## src/source/sm_pkg.sv

```systemverilog
/* Shared widths, encodings and helpers for the state machine.
   Instruction fields follow the 16-bit format; bits 12:8 carry nothing here. */
package sm_pkg;

  localparam int DATA_W  = 32; // Datapath and pin width
  localparam int PC_W    = 5;
  localparam int INSTR_W = 16;
  localparam int CNT_W   = 6;  // Holds 0 to 32

  // Instruction field positions
  localparam int OP_HI  = 15;
  localparam int OP_LO  = 13;
  localparam int OP1_HI = 7;
  localparam int OP1_LO = 5;
  localparam int OP2_W  = 5;   // Operand 2 sits in bits 4:0

  typedef enum logic [2:0] {
    OP_JMP  = 3'd0,
    OP_WAIT = 3'd1,
    OP_IN   = 3'd2,
    OP_OUT  = 3'd3,
    OP_PUSH = 3'd4,
    OP_MOV  = 3'd5,
    OP_IRQ  = 3'd6,
    OP_SET  = 3'd7
  } opcode_e;

  // Source code, reused as destination code
  typedef enum logic [2:0] {
    SRC_PINS = 3'd0,
    SRC_X    = 3'd1,
    SRC_Y    = 3'd2,
    SRC_NULL = 3'd3,
    SRC_ISR  = 3'd6
  } src_e;

  typedef enum logic [2:0] {
    COND_ALWAYS = 3'd0,
    COND_X_ZERO = 3'd1,
    COND_X_DEC  = 3'd2, // X nonzero, then X--
    COND_Y_ZERO = 3'd3,
    COND_Y_DEC  = 3'd4, // Y nonzero, then Y--
    COND_X_NE_Y = 3'd5,
    COND_RES6   = 3'd6,
    COND_RES7   = 3'd7
  } cond_e;

  typedef enum logic [1:0] {BIT_NONE, BIT_INV, BIT_REV, BIT_RES} bitop_e;

  typedef enum logic [1:0] {PUSH_IDLE, PUSH_REQ, PUSH_RELEASE} push_state_e;

  function automatic logic [DATA_W-1:0] bit_reverse(input logic [DATA_W-1:0] v);
    logic [DATA_W-1:0] r;
    for (int i = 0; i < DATA_W; i++) begin
      r[i] = v[DATA_W-1-i];
    end
    return r;
  endfunction

endpackage
```

## src/source/sm_machine.sv

```systemverilog
/* Top of the reduced state machine. Program memory lives outside; pc goes out,
   instr comes back in the same cycle. */
`timescale 1ns/10ps

module sm_machine #(
  parameter int unsigned SET_BASE  = 0,
  parameter int unsigned SET_COUNT = 5
) (
  input  logic                       clk,
  input  logic                       reset,
  input  logic [sm_pkg::INSTR_W-1:0] instr,
  input  logic [sm_pkg::DATA_W-1:0]  in_pins,
  input  logic                       in_shift_dir, // 0 left, 1 right
  input  logic                       push_ack,
  output logic [sm_pkg::PC_W-1:0]    pc,
  output logic [sm_pkg::DATA_W-1:0]  out_pins,
  output logic                       push_req,
  output logic [sm_pkg::DATA_W-1:0]  push_data
);

  logic [sm_pkg::DATA_W-1:0] x;
  logic [sm_pkg::DATA_W-1:0] y;
  logic [sm_pkg::DATA_W-1:0] isr;
  logic [sm_pkg::DATA_W-1:0] new_val;
  logic [sm_pkg::OP2_W-1:0]  shift_bits;
  logic [sm_pkg::CNT_W-1:0]  shift_count; // Visible to the checker
  logic                      set_x;
  logic                      set_y;
  logic                      dec_x;
  logic                      dec_y;
  logic                      isr_load;
  logic                      isr_shift;

  sm_scratch scratch_i (
    .clk     (clk),
    .reset   (reset),
    .set_x   (set_x),
    .set_y   (set_y),
    .dec_x   (dec_x),
    .dec_y   (dec_y),
    .new_val (new_val),
    .x       (x),
    .y       (y)
  );

  sm_shift_in shift_in_i (
    .clk         (clk),
    .reset       (reset),
    .dir         (in_shift_dir),
    .isr_load    (isr_load),
    .isr_shift   (isr_shift),
    .shift_bits  (shift_bits),
    .new_val     (new_val),
    .isr         (isr),
    .shift_count (shift_count)
  );

  sm_control #(
    .SET_BASE  (SET_BASE),
    .SET_COUNT (SET_COUNT)
  ) control_i (
    .clk        (clk),
    .reset      (reset),
    .instr      (instr),
    .in_pins    (in_pins),
    .x          (x),
    .y          (y),
    .isr        (isr),
    .push_ack   (push_ack),
    .pc         (pc),
    .out_pins   (out_pins),
    .push_req   (push_req),
    .push_data  (push_data),
    .set_x      (set_x),
    .set_y      (set_y),
    .dec_x      (dec_x),
    .dec_y      (dec_y),
    .isr_load   (isr_load),
    .isr_shift  (isr_shift),
    .shift_bits (shift_bits),
    .new_val    (new_val)
  );

endmodule

```

## src/source/sm_control.sv

```systemverilog
/* Decoder, value select, PC and the push handshake. One instruction per cycle,
   none while a push is pending. SET_BASE + SET_COUNT must not exceed 32. */
`timescale 1ns/10ps

module sm_control #(
  parameter int unsigned SET_BASE  = 0,
  parameter int unsigned SET_COUNT = 5
) (
  input  logic                       clk,
  input  logic                       reset,
  input  logic [sm_pkg::INSTR_W-1:0] instr,
  input  logic [sm_pkg::DATA_W-1:0]  in_pins,
  input  logic [sm_pkg::DATA_W-1:0]  x,
  input  logic [sm_pkg::DATA_W-1:0]  y,
  input  logic [sm_pkg::DATA_W-1:0]  isr,
  input  logic                       push_ack,
  output logic [sm_pkg::PC_W-1:0]    pc,
  output logic [sm_pkg::DATA_W-1:0]  out_pins,
  output logic                       push_req,
  output logic [sm_pkg::DATA_W-1:0]  push_data,
  output logic                       set_x,
  output logic                       set_y,
  output logic                       dec_x,
  output logic                       dec_y,
  output logic                       isr_load,
  output logic                       isr_shift,
  output logic [sm_pkg::OP2_W-1:0]   shift_bits,
  output logic [sm_pkg::DATA_W-1:0]  new_val
);

  sm_pkg::opcode_e           op;
  sm_pkg::src_e              dest;      // Operand 1 as destination
  sm_pkg::src_e              src_sel;
  sm_pkg::cond_e             cond;
  sm_pkg::bitop_e            bitop;
  sm_pkg::push_state_e       state;
  logic [2:0]                op1;
  logic [sm_pkg::OP2_W-1:0]  op2;
  logic [sm_pkg::DATA_W-1:0] src_val;
  logic [sm_pkg::DATA_W-1:0] mov_val;
  logic                      src_ok;    // Source code is defined
  logic                      take_jump;
  logic                      set_pins;
  logic                      push_go;

  assign op    = sm_pkg::opcode_e'(instr[sm_pkg::OP_HI:sm_pkg::OP_LO]);
  assign op1   = instr[sm_pkg::OP1_HI:sm_pkg::OP1_LO];
  assign op2   = instr[sm_pkg::OP2_W-1:0];
  assign dest  = sm_pkg::src_e'(op1);
  assign cond  = sm_pkg::cond_e'(op1);
  assign bitop = sm_pkg::bitop_e'(op2[4:3]);
  assign shift_bits = op2;

  // MOV takes its source from operand 2, IN from operand 1
  always_comb begin
    src_sel = (op == sm_pkg::OP_MOV) ? sm_pkg::src_e'(op2[2:0]) : dest;
    src_ok  = 1'b1;
    case (src_sel)
      sm_pkg::SRC_PINS: src_val = in_pins;
      sm_pkg::SRC_X:    src_val = x;
      sm_pkg::SRC_Y:    src_val = y;
      sm_pkg::SRC_NULL: src_val = '0;
      sm_pkg::SRC_ISR:  src_val = isr;
      default: begin
        src_val = '0;
        src_ok  = 1'b0;
      end
    endcase
    case (bitop)
      sm_pkg::BIT_INV: mov_val = ~src_val;
      sm_pkg::BIT_REV: mov_val = sm_pkg::bit_reverse(src_val);
      default:         mov_val = src_val; // Reserved acts as none
    endcase
  end

  always_comb begin
    set_x     = 1'b0;
    set_y     = 1'b0;
    dec_x     = 1'b0;
    dec_y     = 1'b0;
    isr_load  = 1'b0;
    isr_shift = 1'b0;
    set_pins  = 1'b0;
    push_go   = 1'b0;
    take_jump = 1'b0;
    new_val   = '0;
    if (state == sm_pkg::PUSH_IDLE) begin
      case (op)
        sm_pkg::OP_JMP: begin
          case (cond)
            sm_pkg::COND_ALWAYS: take_jump = 1'b1;
            sm_pkg::COND_X_ZERO: take_jump = (x == '0);
            sm_pkg::COND_X_DEC: begin
              take_jump = (x != '0);
              dec_x     = (x != '0);
            end
            sm_pkg::COND_Y_ZERO: take_jump = (y == '0);
            sm_pkg::COND_Y_DEC: begin
              take_jump = (y != '0);
              dec_y     = (y != '0);
            end
            sm_pkg::COND_X_NE_Y: take_jump = (x != y);
            default:             take_jump = 1'b0;
          endcase
        end
        sm_pkg::OP_IN: begin
          isr_shift = src_ok;
          new_val   = src_val;
        end
        sm_pkg::OP_PUSH: begin
          if (!op1[2]) begin // Bit 2 set is PULL
            push_go  = 1'b1;
            isr_load = 1'b1; // Clear ISR with zero new_val
          end
        end
        sm_pkg::OP_MOV: begin
          new_val = mov_val;
          case (dest)
            sm_pkg::SRC_X:   set_x    = src_ok;
            sm_pkg::SRC_Y:   set_y    = src_ok;
            sm_pkg::SRC_ISR: isr_load = src_ok;
            default: ;
          endcase
        end
        sm_pkg::OP_SET: begin
          new_val = sm_pkg::DATA_W'(op2);
          case (dest)
            sm_pkg::SRC_PINS: set_pins = 1'b1;
            sm_pkg::SRC_X:    set_x    = 1'b1;
            sm_pkg::SRC_Y:    set_y    = 1'b1;
            default: ;
          endcase
        end
        default: ; // WAIT, OUT, IRQ are no-ops
      endcase
    end
  end

  always_ff @(posedge clk) begin
    if (reset) begin
      pc <= '0;
    end else begin
      case (state)
        sm_pkg::PUSH_IDLE: begin
          if (take_jump) begin
            pc <= op2;
          end else if (!push_go) begin
            pc <= pc + 1'b1; // Wraps 31 to 0
          end
        end
        sm_pkg::PUSH_RELEASE: if (!push_ack) pc <= pc + 1'b1;
        default: ;
      endcase
    end
  end

  always_ff @(posedge clk) begin
    if (reset) begin
      state     <= sm_pkg::PUSH_IDLE;
      push_req  <= 1'b0;
      push_data <= '0;
    end else begin
      case (state)
        sm_pkg::PUSH_IDLE: begin
          if (push_go) begin
            push_data <= isr;
            push_req  <= 1'b1;
            state     <= sm_pkg::PUSH_REQ;
          end
        end
        sm_pkg::PUSH_REQ: begin
          if (push_ack) begin
            push_req <= 1'b0;
            state    <= sm_pkg::PUSH_RELEASE;
          end
        end
        sm_pkg::PUSH_RELEASE: if (!push_ack) state <= sm_pkg::PUSH_IDLE;
        default: begin
          push_req <= 1'b0;
          state    <= sm_pkg::PUSH_IDLE;
        end
      endcase
    end
  end

  // SET pins touches only its own field
  always_ff @(posedge clk) begin
    if (reset) begin
      out_pins <= '0;
    end else if (set_pins) begin
      for (int unsigned i = 0; i < sm_pkg::OP2_W; i++) begin
        if (i < SET_COUNT) out_pins[SET_BASE+i] <= op2[i];
      end
    end
  end

endmodule

```

## src/source/sm_shift_in.sv

```systemverilog
/* Input shift register. A shift_bits of 0 shifts in 32 bits.
   dir=0 shifts left with bits entering at the bottom, dir=1 shifts right. */
`timescale 1ns/10ps

module sm_shift_in (
  input  logic                      clk,
  input  logic                      reset,
  input  logic                      dir,
  input  logic                      isr_load,
  input  logic                      isr_shift,
  input  logic [sm_pkg::OP2_W-1:0]  shift_bits,
  input  logic [sm_pkg::DATA_W-1:0] new_val,
  output logic [sm_pkg::DATA_W-1:0] isr,
  output logic [sm_pkg::CNT_W-1:0]  shift_count
);

  logic [sm_pkg::CNT_W-1:0]  n;        // Bits to shift, 1 to 32
  logic [sm_pkg::DATA_W-1:0] in_bits;
  logic [sm_pkg::DATA_W-1:0] shifted;
  logic [sm_pkg::CNT_W:0]    sum;      // One extra bit for up to 64

  always_comb begin
    n = (shift_bits == '0) ? sm_pkg::CNT_W'(sm_pkg::DATA_W) : sm_pkg::CNT_W'(shift_bits);
    in_bits = new_val & ~({sm_pkg::DATA_W{1'b1}} << n);
    if (dir) begin
      shifted = (isr >> n) | (in_bits << (sm_pkg::CNT_W'(sm_pkg::DATA_W) - n));
    end else begin
      shifted = (isr << n) | in_bits;
    end
    sum = {1'b0, shift_count} + {1'b0, n};
  end

  always_ff @(posedge clk) begin
    if (reset) begin
      isr         <= '0;
      shift_count <= '0;
    end else if (isr_load) begin
      isr         <= new_val;
      shift_count <= '0;
    end else if (isr_shift) begin
      isr <= shifted;
      if (sum > (sm_pkg::CNT_W + 1)'(sm_pkg::DATA_W)) begin
        shift_count <= sm_pkg::CNT_W'(sm_pkg::DATA_W); // Saturate at 32
      end else begin
        shift_count <= sum[sm_pkg::CNT_W-1:0];
      end
    end
  end

endmodule

```

## src/source/sm_scratch.sv

```systemverilog
/* X and Y scratch words. Load wins over decrement if both are asserted. */
`timescale 1ns/10ps

module sm_scratch (
  input  logic                      clk,
  input  logic                      reset,
  input  logic                      set_x,
  input  logic                      set_y,
  input  logic                      dec_x,
  input  logic                      dec_y,
  input  logic [sm_pkg::DATA_W-1:0] new_val,
  output logic [sm_pkg::DATA_W-1:0] x,
  output logic [sm_pkg::DATA_W-1:0] y
);

  // Index 0 is X, index 1 is Y
  logic [sm_pkg::DATA_W-1:0] word [2];
  logic [1:0]                set_w;
  logic [1:0]                dec_w;

  assign set_w = {set_y, set_x};
  assign dec_w = {dec_y, dec_x};

  always_ff @(posedge clk) begin
    if (reset) begin
      word[0] <= '0;
      word[1] <= '0;
    end else begin
      for (int i = 0; i < 2; i++) begin
        if (set_w[i]) begin
          word[i] <= new_val;
        end else if (dec_w[i]) begin
          word[i] <= word[i] - 1'b1; // Wraps below zero
        end
      end
    end
  end

  assign x = word[0];
  assign y = word[1];

endmodule

```

## config.mk

```make
export PLATFORM = sky130hd
export DESIGN_NAME = sm_machine
export DESIGN_NICKNAME = d
export VERILOG_FILES = /design/src/source/sm_pkg.sv /design/src/source/sm_machine.sv /design/src/source/sm_control.sv /design/src/source/sm_shift_in.sv /design/src/source/sm_scratch.sv
export SDC_FILE = /design/constraint.sdc
export NUM_CORES = 1
export LEC_CHECK = 0
export BUFFER_PORTS_ARGS = -buffer_cell sky130_fd_sc_hd__buf_2
export CORE_MARGIN = 5
export CORE_UTILIZATION = 25
export DETAILED_ROUTE_END_ITERATION = 8
export GPL_TIMING_DRIVEN = 0
export PLACE_DENSITY_LB_ADDON = 0.08
export SLEW_MARGIN = 20
export SYNTH_ARGS = -nofsm -noshare
export SYNTH_HDL_FRONTEND = slang
export SYNTH_SLANG_ARGS = --single-unit
```

## constraint.sdc

```tcl
create_clock -name clk -period 4.7 [get_ports clk]
set_input_delay 0.47 -clock clk [delete_from_list [all_inputs] [get_ports clk]]
set_output_delay 0.47 -clock clk [all_outputs]
set_load 0.02 [all_outputs]
```

==> results.sh <==
export IMPL_vias=24010
export IMPL_ys_flop_type="dfxtp_1"
export IMPL_cts_hold_buf=0
export IMPL_numCtsBuffers=17
export IMPL_r2r_cells=9
export IMPL_cp_arrival_ps=5280
export IMPL_io_buffer_count=83
export IMPL_worstSetupEndpointType="register"
export IMPL_die_area_um2=79840
export IMPL_finalHoldViolCount=0
export IMPL_pre_cts_ws_ps=-3501
export IMPL_drt_iter0_drc=4058
export IMPL_p_leak_nw=7.650
export IMPL_cts_tree="built"
export IMPL_slew_violations=0
export IMPL_synth_cell_types=108
export IMPL_grt_max_degree=33
export IMPL_min_period_ps=4838
export IMPL_fin_crit_sh=1.029
export IMPL_synth_area_leader_cell="edfxtp_1"
export IMPL_drc=0
export IMPL_crit_type="in -> reg"
export IMPL_tightestPinTransition_ps=1194
export IMPL_ys_seq_elements=141
export IMPL_final_common_cell="nand2_1"
export IMPL_whs_ps=256.1
export IMPL_whs_endpoint="control_i.state[1]$_SDFFE_PP0P_"
export IMPL_grt_pass1_vias=22320
export IMPL_p_per_area_nw_per_um2=209.4
export IMPL_drt_wl_total_um=152400
export IMPL_worstPathRequired_ps=5140
export IMPL_num_nets_final=2717
export IMPL_syn_area_um2=18570
export IMPL_htreeDepth=4
export IMPL_yosys_area_top_type_share=0.1035
export IMPL_synth_area_leaders="edfxtp_1, mux2i_1, dfxtp_1, nand2_1, a21oi_1"
export IMPL_syn_mean_instance_area_um2=7.402
export IMPL_outcome="finished with violations"
export IMPL_drive_gt1_frac=0.1976
export IMPL_drtPass1Iterations=6
export IMPL_ir_worst_vdd_uv=197.9
export IMPL_core_area_um2=74070
export IMPL_ioPinCount=122
export IMPL_cts_root_buf="clkbuf_16"
export IMPL_via_per_inst=6.597
export IMPL_r2r_start="control_i.state[1]$_SDFFE_PP0P_"
export IMPL_min_from="push_ack"
export IMPL_setup_viol=7
export IMPL_grt_use_total=0.3671
export IMPL_rrSetupSlack_ps=150
export IMPL_postSynth_asyncResetShare=0
export IMPL_antenna_found_initial=10
export IMPL_syn_to_final_growth_pct=18.51
export IMPL_final_cell_mix="nand2_1, nor2_1, a21oi_1"
export IMPL_dieHeight_um=282.6
export IMPL_rsz0062_at_grt="false"
export IMPL_finalWorstSetupSlack_ps=-138.4
export IMPL_crit_path_start_kind="input pin"
export IMPL_place_gp_congestion=1.087
export IMPL_synth_edff_count=64
export IMPL_cap_violations=0
export IMPL_cts_num_sinks=141
export IMPL_r2r_end="shift_in_i.isr[3]$_SDFFE_PP0P_"
export IMPL_yosysWarnings=0
export IMPL_netlist_instances=2509
export IMPL_cts_clk_slew_worst_paths_ps=70
export IMPL_cp_max_fo=10
export IMPL_post_dp_hpwl_um=120200
export IMPL_grt_pass1_wl_um=201600
export IMPL_setup_tns_ps=-512.1
export IMPL_hp_class="in -> reg"
export IMPL_die_x_um=282.6
export IMPL_ant_nets=0
export IMPL_fillers=8179
export IMPL_num_rows=100
export IMPL_clk_latency_ps=510
export IMPL_relSlewSlack=0.2039
export IMPL_avgRoutedWirePerCell_um=41.89
export IMPL_grt_overflow=0
export IMPL_start_util=0.2507
export IMPL_synth_seq_area_share=0.1865
export IMPL_violations="setup timing"
export IMPL_cts_buffer_depth=2
export IMPL_clock_fmax_ghz=0.2067
export IMPL_min_path_cells=2
export IMPL_clock_skew_ps=22.55
power by group:
part           internal [mW]  switching, mW
registers               1.31         0.0632
logic                  0.475           1.27
clock network          0.790          0.702
synthesized netlist by cell type, drive strengths merged, types with 16 or more instances:
cell	count
o21ai	155
o31ai	19
nor3	102
mux2	54
xnor2	32
a31oi	30
clkbuf	160
o211ai	32
nor4	35
xor2	60
or3	17
o221ai	26
edfxtp	64
and3	16
inv	19
a21oi	204
nand4	17
mux2i	157
mux4	33
a22oi	33
nand3	54
nand2b	25
nor2	264
a221oi	29
buf	143
a211oi	33
o22ai	57
dfxtp	77
nand2	283
cell type report:
class | count | area [um^2] | area share
timing repair buffer | 113 | 742.0 | 0.03371
sequential | 141 | 3463 | 0.1573
clock inverter | 14 | 157.7 | 0.007162
tap | 969 | 1212 | 0.05508
buffer | 290 | 1603 | 0.07282
clock buffer | 18 | 429.2 | 0.01950
antenna | 3 | 7.507 | 0.0003411
inverter | 21 | 93.84 | 0.004263
multi-input combinational | 2070 | 14300 | 0.6498
layer usage:
metal,share of wire,GRT usage,vias to the layer above
met3,0.11,0.09236,431
li1,-,-,9668
met1,0.41,0.4936,12080
met2,0.41,0.5367,1828
met5,0.000085,0,-
met4,0.072,0.2041,2
logic make-up after synthesis:
family                   count (synthesis)  synth area share
AO/OA/AOI/OAI                          807            0.2976
XOR/XNOR                                92           0.04338
adder cells (fa/ha/maj)                 11          0.007410
buffers and inverters                  324           0.08610
flip-flops                             141            0.1865
multiplexers                           244            0.1576
other                                    1         0.0002019
AND/OR/NAND/NOR                        889            0.2213
stage by stage:
step / total power, mW / utilization / cell area (um^2) / instances
2_1_floorplan: 2.243 / - / 18670 / 2535
3_3_place_gp: 2.965 / 0.2740 / 20300 / 3587
3_5_place_dp: 2.954 / 0.2769 / 20510 / 3595
4_1_cts: 4.518 / 0.2950 / 21850 / 3638
5_1_grt: 4.680 / 0.2971 / 22000 / 3636
6_report: 4.609 / 0.2972 / 22010 / 3639
repair_timing:
action	in CTS	in global routing
buffers inserted	20	1
endpoints found under the setup margin	92	52
cloned	0	1
resized for setup	152	37
pin swaps	12	10
worst max path at each step:
stage,slack [ps],to,startpoint
3_3_place_gp,-3940,shift_in_i.isr[24]$_SDFFE_PP0P_,instr[3]
3_5_place_dp,-3500,shift_in_i.isr[24]$_SDFFE_PP0P_,instr[3]
2_1_floorplan,400,shift_in_i.isr[19]$_SDFFE_PP0P_,instr[0]
5_1_grt,4,shift_in_i.isr[11]$_SDFFE_PP0P_,instr[1]
4_1_cts,-30,shift_in_i.isr[24]$_SDFFE_PP0P_,instr[0]
6_report,-140,register,instr[14]
registers in the layout, indices dropped and copies added, names as in the netlist, named ones only:
name	count
control_i.push_req	1
shift_in_i.isr	31
scratch_i.word	64
control_i.push_data	32
control_i.state	2
control_i.out_pins	5
control_i.pc	5
worst max-delay path, cell delays in order:
cell and delay [ps]:
buf_2 130, buf_2 330, nor3b_2 920, nand2_1 510, o21ai_0 820, o21ai_0 200, or3_1 520, o21bai_1 280
mux2i_1 220, o21a_1 270, a221oi_2 400, o31a_1 190
Note: power is estimated with default switching activity, not from simulation.
